`src/common/plotter_pkg.sv`:
```
package plotter_pkg;

    // *********************************************************************
    // widths and sizing
    // *********************************************************************
    localparam int coord_w          = 12;
    localparam int color_w          = 8;
    localparam int word_w           = 16;
    localparam int coord_regs       = 4;             // x0..x3 / y0..y3
    localparam int fifo_depth       = 16;
    localparam int fifo_almost_full = fifo_depth - 2;
    localparam int fifo_ptr_w       = $clog2(fifo_depth);

    typedef logic [coord_w-1:0] coord_t;             // screen coordinate
    typedef logic [color_w-1:0] color_t;             // pen color / mode byte
    typedef logic [word_w-1:0]  cmd_word_t;          // fifo word: opcode byte + data byte
    typedef logic [7:0]         opcode_t;
    typedef logic [35:0]        draw_cmd_t;          // func | color | y | x

    // output function codes towards the pixel writer
    typedef enum logic [3:0] {
        fn_nop           = 4'd0,
        fn_pxwri         = 4'd1,
        fn_rst_pxwri_m   = 4'd10,
        fn_rst_pxpaste_m = 4'd11,
        fn_dstrwdth      = 4'd12,
        fn_srcrwdth      = 4'd13,
        fn_dstmaddr      = 4'd14,
        fn_srcmaddr      = 4'd15
    } draw_func_t;

    // *********************************************************************
    // command byte opcodes
    // *********************************************************************
    localparam logic [1:0] op_load_x   = 2'b10;      // 10aa_dddd, aa picks the pair
    localparam logic [1:0] op_load_y   = 2'b11;
    localparam opcode_t    op_dstmaddr = 8'h7c;      // 0x7c..0x7f
    localparam opcode_t    op_srcmaddr = 8'h78;      // 0x78..0x7b
    localparam opcode_t    op_rwdth    = 8'd112;     // 112..115
    localparam opcode_t    op_limit    = 8'd92;      // 92..95
    localparam opcode_t    op_mask_rst = 8'd90;      // 90, 91
    localparam logic [2:0] op_draw     = 3'b000;     // 000f_fsss
    localparam logic [2:0] shape_line  = 3'd1;
    localparam logic [2:0] shape_rect  = 3'd2;

    function automatic draw_cmd_t make_draw_cmd(draw_func_t func, color_t color,
                                                coord_t y, coord_t x);
        return {func, color, y, x};
    endfunction

    // -1, 0 or +1 as a 12 bit step
    function automatic coord_t step_dir(coord_t from, coord_t to);
        if (to < from) return '1;
        if (to == from) return '0;
        return coord_t'(1);
    endfunction

    function automatic coord_t abs_span(coord_t a, coord_t b);
        return (a > b) ? a - b : b - a;
    endfunction

endpackage

```
`src/cmd_fifo.sv`:
```
`timescale 1ns/1ns

module cmd_fifo import plotter_pkg::*; (
    input  logic      clk,
    input  logic      reset,
    input  logic      wr,                            // write strobe from the host port
    input  cmd_word_t wr_data,
    input  logic      pop,
    output cmd_word_t head_word,                     // show-ahead head of queue
    output logic      head_valid,
    output logic      almost_full
);

    cmd_word_t             mem [fifo_depth];
    logic [fifo_ptr_w-1:0] wr_ptr;
    logic [fifo_ptr_w-1:0] rd_ptr;
    logic [fifo_ptr_w:0]   count;                    // one extra bit to hold fifo_depth
    logic                  do_wr;
    logic                  do_rd;

    assign do_wr       = wr && (count != (fifo_ptr_w+1)'(fifo_depth)); // full -> word lost
    assign do_rd       = pop && head_valid;                              // empty pop ignored
    assign head_valid  = (count != '0);
    assign head_word   = mem[rd_ptr];                                    // no read latency
    assign almost_full = (count >= (fifo_ptr_w+1)'(fifo_almost_full));

    always_ff @(posedge clk or posedge reset) begin
        if (reset) begin
            wr_ptr <= '0;
            rd_ptr <= '0;
            count  <= '0;
        end else begin
            if (do_wr)
                wr_ptr <= wr_ptr + 1'b1;             // depth is a power of two, wraps
            if (do_rd)
                rd_ptr <= rd_ptr + 1'b1;
            case ({do_wr, do_rd})
                2'b10:   count <= count + 1'b1;
                2'b01:   count <= count - 1'b1;
                default: count <= count;             // both or neither
            endcase
        end
    end

    always_ff @(posedge clk) begin
        if (do_wr)
            mem[wr_ptr] <= wr_data;
    end

endmodule

```
`src/cmd_decoder.sv`:
```
`timescale 1ns/1ns

module cmd_decoder import plotter_pkg::*; (
    input  logic      clk,
    input  logic      reset,
    input  cmd_word_t head_word,
    input  logic      head_valid,
    input  logic      draw_busy,
    input  logic      engine_running,
    output logic      pop,
    output logic      cfg_req,                       // one cycle per config command
    output draw_cmd_t cfg_cmd,
    output coord_t    max_x,                         // screen limit for clipping
    output coord_t    max_y,
    output logic      line_start,
    output logic      rect_start,
    output coord_t    x0,
    output coord_t    y0,
    output coord_t    x1,
    output coord_t    y1,
    output logic      fill,
    output color_t    pen_color
);

    coord_t     x_reg [coord_regs];
    coord_t     y_reg [coord_regs];
    opcode_t    opcode;
    color_t     data8;
    coord_t     data12;
    logic [1:0] addr_sel;                            // pair for address commands
    logic [1:0] wid_sel;                             // pair for raster width commands
    logic [1:0] lim_sel;                             // 95 -> pair 0 ... 92 -> pair 3
    logic       cfg_hit;
    draw_cmd_t  cfg_next;
    logic       is_draw;

    assign opcode   = head_word[15:8];
    assign data8    = head_word[7:0];
    assign data12   = head_word[coord_w-1:0];
    assign addr_sel = opcode[1:0];
    assign wid_sel  = (opcode == op_rwdth) ? 2'd3 : 2'd2;
    assign lim_sel  = ~opcode[1:0];
    assign is_draw  = (opcode[7:5] == op_draw);

    // hold off while a start strobe is still on its way to an engine
    assign pop = head_valid && !engine_running && !draw_busy && !line_start && !rect_start;

    assign x0 = x_reg[0];
    assign y0 = y_reg[0];
    assign x1 = x_reg[1];
    assign y1 = y_reg[1];

    // *********************************************************************
    // configuration command decode
    // *********************************************************************
    always_comb begin
        cfg_hit  = 1'b1;
        cfg_next = '0;
        if (opcode[7:2] == op_dstmaddr[7:2]) begin
            cfg_next = make_draw_cmd(fn_dstmaddr, data8, y_reg[addr_sel], x_reg[addr_sel]);
        end else if (opcode[7:2] == op_srcmaddr[7:2]) begin
            cfg_next = make_draw_cmd(fn_srcmaddr, data8, y_reg[addr_sel], x_reg[addr_sel]);
        end else if (opcode[7:2] == op_rwdth[7:2]) begin
            if (opcode[0])                           // 113, 115 dest
                cfg_next = make_draw_cmd(fn_dstrwdth, data8, y_reg[wid_sel], x_reg[wid_sel]);
            else                                     // 112, 114 source
                cfg_next = make_draw_cmd(fn_srcrwdth, data8, y_reg[wid_sel], x_reg[wid_sel]);
        end else if (opcode[7:1] == op_mask_rst[7:1]) begin
            // mask colors spread over y and x
            if (opcode[0])
                cfg_next = make_draw_cmd(fn_rst_pxwri_m, data8, {data8, data8[7:4]},
                                         {4'h0, data8[3:0], data8[7:4]});
            else
                cfg_next = make_draw_cmd(fn_rst_pxpaste_m, data8, {data8, data8[7:4]},
                                         {4'h0, data8[3:0], data8[7:4]});
        end else begin
            cfg_hit = 1'b0;                          // loads, limits, draws, no-ops
        end
    end

    always_ff @(posedge clk or posedge reset) begin
        if (reset) begin
            for (int i = 0; i < coord_regs; i++) begin
                x_reg[i] <= '0;
                y_reg[i] <= '0;
            end
            max_x      <= '0;
            max_y      <= '0;
            cfg_req    <= 1'b0;
            line_start <= 1'b0;
            rect_start <= 1'b0;
        end else begin
            cfg_req    <= pop && cfg_hit;
            line_start <= pop && is_draw && (opcode[2:0] == shape_line);
            rect_start <= pop && is_draw && (opcode[2:0] == shape_rect);
            if (pop) begin
                if (opcode[7:6] == op_load_x)
                    x_reg[opcode[5:4]] <= data12;
                else if (opcode[7:6] == op_load_y)
                    y_reg[opcode[5:4]] <= data12;
                else if (opcode[7:2] == op_limit[7:2]) begin
                    max_x <= x_reg[lim_sel];
                    max_y <= y_reg[lim_sel];
                end
            end
        end
    end

    always_ff @(posedge clk) begin
        if (pop) begin
            cfg_cmd   <= cfg_next;
            fill      <= opcode[3];                  // only meaningful for draw words
            pen_color <= data8;
        end
    end

endmodule

```
`src/geometry/line_engine.sv`:
```
`timescale 1ns/1ns

module line_engine import plotter_pkg::*; (
    input  logic      clk,
    input  logic      reset,
    input  logic      start,
    input  logic      draw_busy,
    input  coord_t    x0,
    input  coord_t    y0,
    input  coord_t    x1,
    input  coord_t    y1,
    input  color_t    pen_color,
    output logic      running,
    output logic      pix_req,
    output draw_cmd_t pix_cmd
);

    typedef enum logic [1:0] {
        l_idle,
        l_setup,                                     // load the error term
        l_plot,
        l_finish                                     // last pixel out, drop running
    } line_state_t;

    line_state_t        state;
    coord_t             cur_x;
    coord_t             cur_y;
    coord_t             end_x;
    coord_t             end_y;
    coord_t             dir_x;
    coord_t             dir_y;
    color_t             color;
    logic signed [13:0] dx;                          // +|x1-x0|
    logic signed [13:0] dy;                          // -|y1-y0|
    logic signed [13:0] err;
    logic signed [14:0] e2;
    logic               at_end;

    assign running = (state != l_idle);
    assign e2      = {err, 1'b0};
    assign at_end  = (cur_x == end_x) && (cur_y == end_y);

    always_ff @(posedge clk or posedge reset) begin
        if (reset) begin
            state   <= l_idle;
            pix_req <= 1'b0;
        end else begin
            pix_req <= 1'b0;
            case (state)
                l_idle:   if (start) state <= l_setup;
                l_setup:  if (!draw_busy) state <= l_plot;
                l_plot: begin
                    if (!draw_busy) begin
                        pix_req <= 1'b1;
                        if (at_end)
                            state <= l_finish;
                    end
                end
                l_finish: state <= l_idle;
            endcase
        end
    end

    // *********************************************************************
    // point and error term
    // *********************************************************************
    always_ff @(posedge clk) begin
        if (state == l_idle && start) begin
            cur_x <= x0;
            cur_y <= y0;
            end_x <= x1;
            end_y <= y1;
            dir_x <= step_dir(x0, x1);
            dir_y <= step_dir(y0, y1);
            dx    <= $signed({2'b00, abs_span(x0, x1)});
            dy    <= -$signed({2'b00, abs_span(y0, y1)});
            color <= pen_color;
        end else if (state == l_setup && !draw_busy) begin
            err <= dx + dy;
        end else if (state == l_plot && !draw_busy) begin
            pix_cmd <= make_draw_cmd(fn_pxwri, color, cur_y, cur_x);
            if (e2 > dy) begin
                cur_x <= cur_x + dir_x;
                if (e2 + dy < dx) begin              // diagonal step
                    cur_y <= cur_y + dir_y;
                    err   <= err + dx + dy;
                end else begin
                    err <= err + dy;
                end
            end else if (e2 < dx) begin
                cur_y <= cur_y + dir_y;
                err   <= err + dx;
            end
        end
    end

endmodule

```
`src/geometry/rect_engine.sv`:
```
`timescale 1ns/1ns

module rect_engine import plotter_pkg::*; (
    input  logic      clk,
    input  logic      reset,
    input  logic      start,
    input  logic      draw_busy,
    input  coord_t    x0,
    input  coord_t    y0,
    input  coord_t    x1,
    input  coord_t    y1,
    input  logic      fill,
    input  color_t    pen_color,
    output logic      running,
    output logic      pix_req,
    output draw_cmd_t pix_cmd
);

    typedef enum logic [1:0] {
        r_idle,
        r_scan,                                      // one pixel per cycle along the row
        r_next_row                                   // no pixel, rewind x and step y
    } rect_state_t;

    rect_state_t state;
    coord_t      cur_x;
    coord_t      cur_y;
    coord_t      start_x;
    coord_t      start_y;
    coord_t      end_x;
    coord_t      end_y;
    coord_t      dir_x;
    coord_t      dir_y;
    color_t      color;
    logic        fill_r;
    logic        solid_row;                          // whole row gets drawn

    assign running   = (state != r_idle);
    assign solid_row = fill_r || (cur_y == start_y) || (cur_y == end_y);

    always_ff @(posedge clk or posedge reset) begin
        if (reset) begin
            state   <= r_idle;
            pix_req <= 1'b0;
        end else begin
            pix_req <= 1'b0;
            case (state)
                r_idle: if (start) state <= r_scan;
                r_scan: begin
                    if (!draw_busy) begin
                        pix_req <= 1'b1;
                        if (cur_x == end_x)
                            state <= r_next_row;
                    end
                end
                r_next_row: if (!draw_busy) state <= (cur_y == end_y) ? r_idle : r_scan;
                default:    state <= r_idle;
            endcase
        end
    end

    always_ff @(posedge clk) begin
        if (state == r_idle && start) begin
            cur_x   <= x0;
            cur_y   <= y0;
            start_x <= x0;
            start_y <= y0;
            end_x   <= x1;
            end_y   <= y1;
            dir_x   <= step_dir(x0, x1);
            dir_y   <= step_dir(y0, y1);
            fill_r  <= fill;
            color   <= pen_color;
        end else if (state == r_scan && !draw_busy) begin
            pix_cmd <= make_draw_cmd(fn_pxwri, color, cur_y, cur_x);
            cur_x   <= solid_row ? cur_x + dir_x : end_x;    // outline skips to far edge
        end else if (state == r_next_row && !draw_busy) begin
            cur_x <= start_x;
            cur_y <= cur_y + dir_y;
        end
    end

endmodule

```
`src/draw_cmd_merge.sv`:
```
`timescale 1ns/1ns

module draw_cmd_merge import plotter_pkg::*; (
    input  logic      clk,
    input  logic      reset,
    input  logic      cfg_req,
    input  draw_cmd_t cfg_cmd,
    input  logic      line_req,
    input  logic      rect_req,
    input  draw_cmd_t line_cmd,
    input  draw_cmd_t rect_cmd,
    input  coord_t    max_x,
    input  coord_t    max_y,
    output logic      draw_cmd_rdy,
    output draw_cmd_t draw_cmd
);

    logic      pix_req;
    draw_cmd_t pix_cmd;
    coord_t    pix_x;
    coord_t    pix_y;
    logic      pix_in;                               // pixel inside the screen limit

    // only one engine runs at a time
    assign pix_req = line_req || rect_req;
    assign pix_cmd = line_req ? line_cmd : rect_cmd;
    assign pix_x   = pix_cmd[coord_w-1:0];
    assign pix_y   = pix_cmd[2*coord_w-1:coord_w];

    // sign bit set means a negative coordinate
    assign pix_in  = !pix_x[coord_w-1] && !pix_y[coord_w-1] &&
                     (pix_x <= max_x) && (pix_y <= max_y);

    always_ff @(posedge clk or posedge reset) begin
        if (reset)
            draw_cmd_rdy <= 1'b0;
        else
            draw_cmd_rdy <= cfg_req || (pix_req && pix_in);
    end

    always_ff @(posedge clk) begin
        if (cfg_req)
            draw_cmd <= cfg_cmd;                     // config words never clipped
        else if (pix_req && pix_in)
            draw_cmd <= pix_cmd;
    end

endmodule

```
`src/geometry_xy_plotter.sv`:
```
`timescale 1ns/1ns

module geometry_xy_plotter import plotter_pkg::*; (
    input  logic      clk,
    input  logic      reset,
    input  logic      fifo_cmd_ready,                // host write strobe
    input  cmd_word_t fifo_cmd_in,
    input  logic      draw_busy,                     // pixel writer stall
    output logic      load_cmd,
    output logic      draw_cmd_rdy,
    output draw_cmd_t draw_cmd,
    output logic      fifo_cmd_busy
);

    cmd_word_t head_word;
    logic      head_valid;
    logic      pop;
    logic      cfg_req;
    draw_cmd_t cfg_cmd;
    coord_t    max_x;
    coord_t    max_y;
    logic      line_start;
    logic      rect_start;
    coord_t    x0;
    coord_t    y0;
    coord_t    x1;
    coord_t    y1;
    logic      fill;
    color_t    pen_color;
    logic      line_running;
    logic      rect_running;
    logic      line_req;
    logic      rect_req;
    draw_cmd_t line_cmd;
    draw_cmd_t rect_cmd;
    logic      engine_running;

    assign engine_running = line_running || rect_running;
    assign load_cmd       = !engine_running;

    cmd_fifo u_cmd_fifo (
        .clk, .reset,
        .wr(fifo_cmd_ready), .wr_data(fifo_cmd_in), .pop,
        .head_word, .head_valid, .almost_full(fifo_cmd_busy)
    );

    cmd_decoder u_cmd_decoder (
        .clk, .reset, .head_word, .head_valid, .draw_busy, .engine_running,
        .pop, .cfg_req, .cfg_cmd, .max_x, .max_y, .line_start, .rect_start,
        .x0, .y0, .x1, .y1, .fill, .pen_color
    );

    line_engine u_line_engine (
        .clk, .reset, .start(line_start), .draw_busy, .x0, .y0, .x1, .y1, .pen_color,
        .running(line_running), .pix_req(line_req), .pix_cmd(line_cmd)
    );

    rect_engine u_rect_engine (
        .clk, .reset, .start(rect_start), .draw_busy, .x0, .y0, .x1, .y1, .fill, .pen_color,
        .running(rect_running), .pix_req(rect_req), .pix_cmd(rect_cmd)
    );

    draw_cmd_merge u_draw_cmd_merge (
        .clk, .reset, .cfg_req, .cfg_cmd, .line_req, .rect_req, .line_cmd, .rect_cmd,
        .max_x, .max_y, .draw_cmd_rdy, .draw_cmd
    );

endmodule

```
`config.mk`:
```
export PLATFORM = sky130hd
export DESIGN_NAME = geometry_xy_plotter
export DESIGN_NICKNAME = d
export VERILOG_FILES = /design/src/common/plotter_pkg.sv /design/src/cmd_fifo.sv /design/src/cmd_decoder.sv /design/src/geometry/line_engine.sv /design/src/geometry/rect_engine.sv /design/src/draw_cmd_merge.sv /design/src/geometry_xy_plotter.sv
export SDC_FILE = /design/constraint.sdc
export NUM_CORES = 1
export LEC_CHECK = 0
export ABC_AREA = 1
export BUFFER_PORTS_ARGS = -buffer_cell sky130_fd_sc_hd__buf_2
export CORE_MARGIN = 5
export CORE_UTILIZATION = 63
export CTS_CLUSTER_DIAMETER = 60
export DETAILED_ROUTE_END_ITERATION = 7
export GPL_TIMING_DRIVEN = 1
export PLACE_DENSITY_LB_ADDON = 0.1
export SETUP_SLACK_MARGIN = 0.5
export SLEW_MARGIN = 25
export SYNTH_ARGS = -nofsm -noshare
export SYNTH_HDL_FRONTEND = slang
export SYNTH_SLANG_ARGS = --single-unit
export TNS_END_PERCENT = 20
```
`constraint.sdc`:
```
create_clock -name clk -period 9.9 [get_ports clk]
set_input_delay 0.99 -clock clk [delete_from_list [all_inputs] [get_ports clk]]
set_output_delay 0.99 -clock clk [all_outputs]
set_load 0.01 [all_outputs]
```
==> results by group <==
Outcome
  – Status: finished, final reports clean

Setup path
  – Critical path buffers and inverters: 4
  – R2R cell count: 30
  – Critical Path Start: u_line_engine.dy[3]
  – Reg2reg start: u_line_engine.dy[3]
  – Internal reg-to-reg setup slack: 3.96 ns
  – CP endpoint kind: register
  – Worst path depth: 30
  – CP max stage delay: 0.47 ns
  – Type of origin of the critical path: register
  – Crit-path leading delay family: simple AND/OR/NAND/NOR gates
  – Top cell by count, worst path: nand2_1
  – Crit path to: u_line_engine.err[10]
  – Crit Path Class: reg2reg
  – CP max FO: 22
  – CP max stage cell: o21ai_0
  – CP arrival: 6.32 ns
  – Worst r2r dst: u_line_engine.err[10]
  – Worst Path Required: 10.29 ns

Synthesis
  – Top_reg_cell synth: edfxtp_1
  – Post-synth EDFFs: 586
  – Proportion of synthesized area in mux cells: 1.04%
  – Yosys warnings: 0
  – Compound-gate portion of the synthesized area: 13.7%
  – Mapped Cells: 3993
  – Post-Syn Nets: 4245
  – Post-synthesis simple-gate area fraction: 13.6%
  – Post-synthesis xor/xnor area fraction: 3.64%
  – Netlist Area Pre-Place: 39300 µm²
  – Adder-Cell Fraction of Synth Area: 7.64%
  – Ys async rst share: 19.6%
  – Synth unique cells: 64
  – Register bit total from synthesis: 729
  – Post-synthesis average cell area: 9.83 µm²
  – Post-synthesis sequential area ratio: 53.9%
  – Largest family of logic cells by synthesized area: compound AO/OA/AOI/OAI gates

Floorplan
  – Num rows: 91
  – Num ports: 59
  – Die width: 260 µm
  – Starting Density: 63.6%
  – Core Box Area: 61700 µm²
  – DIE AREA: 67400 µm²
  – Die Height: 260 µm

Detailed routing
  – Post-route DRC: 0
  – Router iterations before antenna repair: 6
  – Via count: 29514
  – WL/cell: 22.0 µm
  – ANT nets after route: 0
  – WL final: 109000 µm
  – Vias per inst: 5.97
  – Initial DRC Count: 3382

Global route
  – Vias in the first global route: 27359
  – Grt peak-use layer: met2
  – Met3 track demand over resource: 5.03%
  – Initial antenna violation count: 1
  – Grt met2 use: 53.4%
  – GRT Overall Usage: 31.8%
  – Met1 usage: 42.6%
  – Congestion Overflow GR: 0
  – First-pass GRT wire length: 164000 µm
  – Largest net degree at the start of global routing: 83

STA
  – Slew Viols, Final: 0
  – Worst Skew: 0.0300 ns
  – Slew at the pin closest to its max-slew limit: 0.971 ns
  – Fin crit period: 5.94 ns
  – Final hold slack: 0.415 ns
  – Final Hold Fails: 0
  – Final setup TNS: 0 ns
  – FMAX: 168 MHz
  – RSZ-0062 raised after global routing: no
  – Final period util: 60.0%
  – Rel. slew slack: 35.2%
  – Final setup viols: 0

Pwr
  – Pwr per Cell Area: 347 nW/µm²
  – Leakage dissipation: 17.8 nW
  – VDD IR max: 0.273 mV
  – Total power: 14.9 mW

Cells and area
  – Number of nets in the layout: 4295
  – Most common cell after layout, fill and taps aside: nand2_1
  – Syn-to-layout area delta: 9.27%
  – Layout cells sized above 1: 8.40%
  – Biggest register: u_cmd_fifo.mem
  – Max FFs per register: 256
  – Leading cell types in the layout, fill and taps excluded: nand2_1, edfxtp_1, inv_1
  – Biggest regs: u_cmd_fifo.mem (256), u_cmd_decoder.cfg_cmd (36), u_draw_cmd_merge.draw_cmd (36)

Flow run
  – # Max-Cap Violations: 0

Clocking
  – Setup Buffers After CTS: 0
  – CTS H-tree lvls: 3
  – Post-CTS sizing: 0
  – Clk_lat worst skew: 0.64 ns
  – Clock-pin slew on the worst setup and hold paths: 0.06 ns
  – Clock root buffer: clkbuf_16
  – Post-CTS Hold Buffers: 0
  – Clk buf depth: 3
  – # clock sinks: 729
  – CTS tree: done
  – Total CTS buffers: 80

Placed design
  – Routability cong.: 0.981
  – Detailed Place HPWL: 74800 µm
  – Number of buffers inserted by port buffering: 58

Hold path
  – Worst min path class: reg2reg
## cell type report
| class | instances | area, µm² |
|---|---|---|
| diodes | 2 | 5.00 |
| clock buffers | 95 | 2090 |
| clock inverters | 52 | 526 |
| fillers | 4795 | 18800 |
| inverters | 472 | 1780 |
| multi-input cells | 2656 | 15600 |
| flip-flops and latches | 729 | 21200 |
| well taps | 837 | 1050 |
| repair buffers | 104 | 656 |
## per-stage QoR
step	setup slack [ns]	instances	instance area, µm²	utilization, %
2_1_floorplan	5.06	3993	39300	-
3_3_place_gp	4.04	4797	40300	65.2
3_5_place_dp	3.97	4797	40300	65.2
4_1_cts	3.96	4944	42900	69.5
5_1_grt	3.51	4945	42900	69.5
6_report	3.96	4947	42900	69.5
## worst min path at each step
| stage | from | end | slack, ns | depth (start not counted) |
|---|---|---|---|---|
| floorplan | u_line_engine.color[0] | u_line_engine.pix_cmd[24] | 0.40 | 0 |
| finish | u_rect_engine.color[2] | u_rect_engine.pix_cmd[26] | 0.42 | 0 |
| CTS | u_rect_engine.color[2] | u_rect_engine.pix_cmd[26] | 0.42 | 0 |
| detailed placement | u_line_engine.color[4] | u_line_engine.pix_cmd[28] | 0.40 | 0 |
| global route | u_rect_engine.color[0] | u_rect_engine.pix_cmd[24] | 0.42 | 0 |
| global placement | u_cmd_decoder.fill | u_rect_engine.fill_r | 0.40 | 0 |
## synthesized netlist by cell type, types with 68 or more instances
master,number,area (µm²)
nand2_1,768,2880
edfxtp_1,586,17600
inv_1,450,1690
o21ai_0,379,1900
a21oi_1,292,1460
nor2_1,232,871
ha_1,219,2740
dfrtp_1,143,3580
nand3_1,142,711
xor2_1,125,1090
o211ai_1,93,698
clkbuf_1,68,255
## per-layer routing
layer | vias to the layer above | wire, µm | share of wire (%)
met2 | 1285 | 52400 | 48
li1 | 13919 | - | -
met4 | 2 | 4570 | 4.2
met1 | 14043 | 43200 | 40
met5 | - | 10 | 0.0092
met3 | 265 | 8480 | 7.8
## cells by family (layout without fill, tap and decap cells)
kind of cell | Yosys count | in the layout
compound gates | 953 | 953
xor+xnor | 163 | 163
fa+ha+maj | 232 | 232
buf+inv | 608 | 723
flops | 729 | 729
mux | 40 | 40
other cells | 0 | 2
simple gates | 1268 | 1268
## worst register-to-register path: cells and delay by family (launching register included)
| family | cells | cell delay [ns] |
|---|---|---|
| and+or+nand+nor | 14 | 1.48 |
| xor gates and xnor gates | 2 | 0.34 |
| DFF | 1 | 0.46 |
| AOI/OAI and AO/OA | 6 | 1.46 |
| adders and majority gates | 4 | 1.31 |
| buffers and inverters | 4 | 0.64 |
## power by group
group,internal [mW],leakage [nW],total (mW),switching (mW)
registers,4.11,7.11,4.57,0.461
clock network,1.68,1.27,2.94,1.25
logic,2.29,9.41,7.40,5.11
Power figures use the tool's default switching activity.
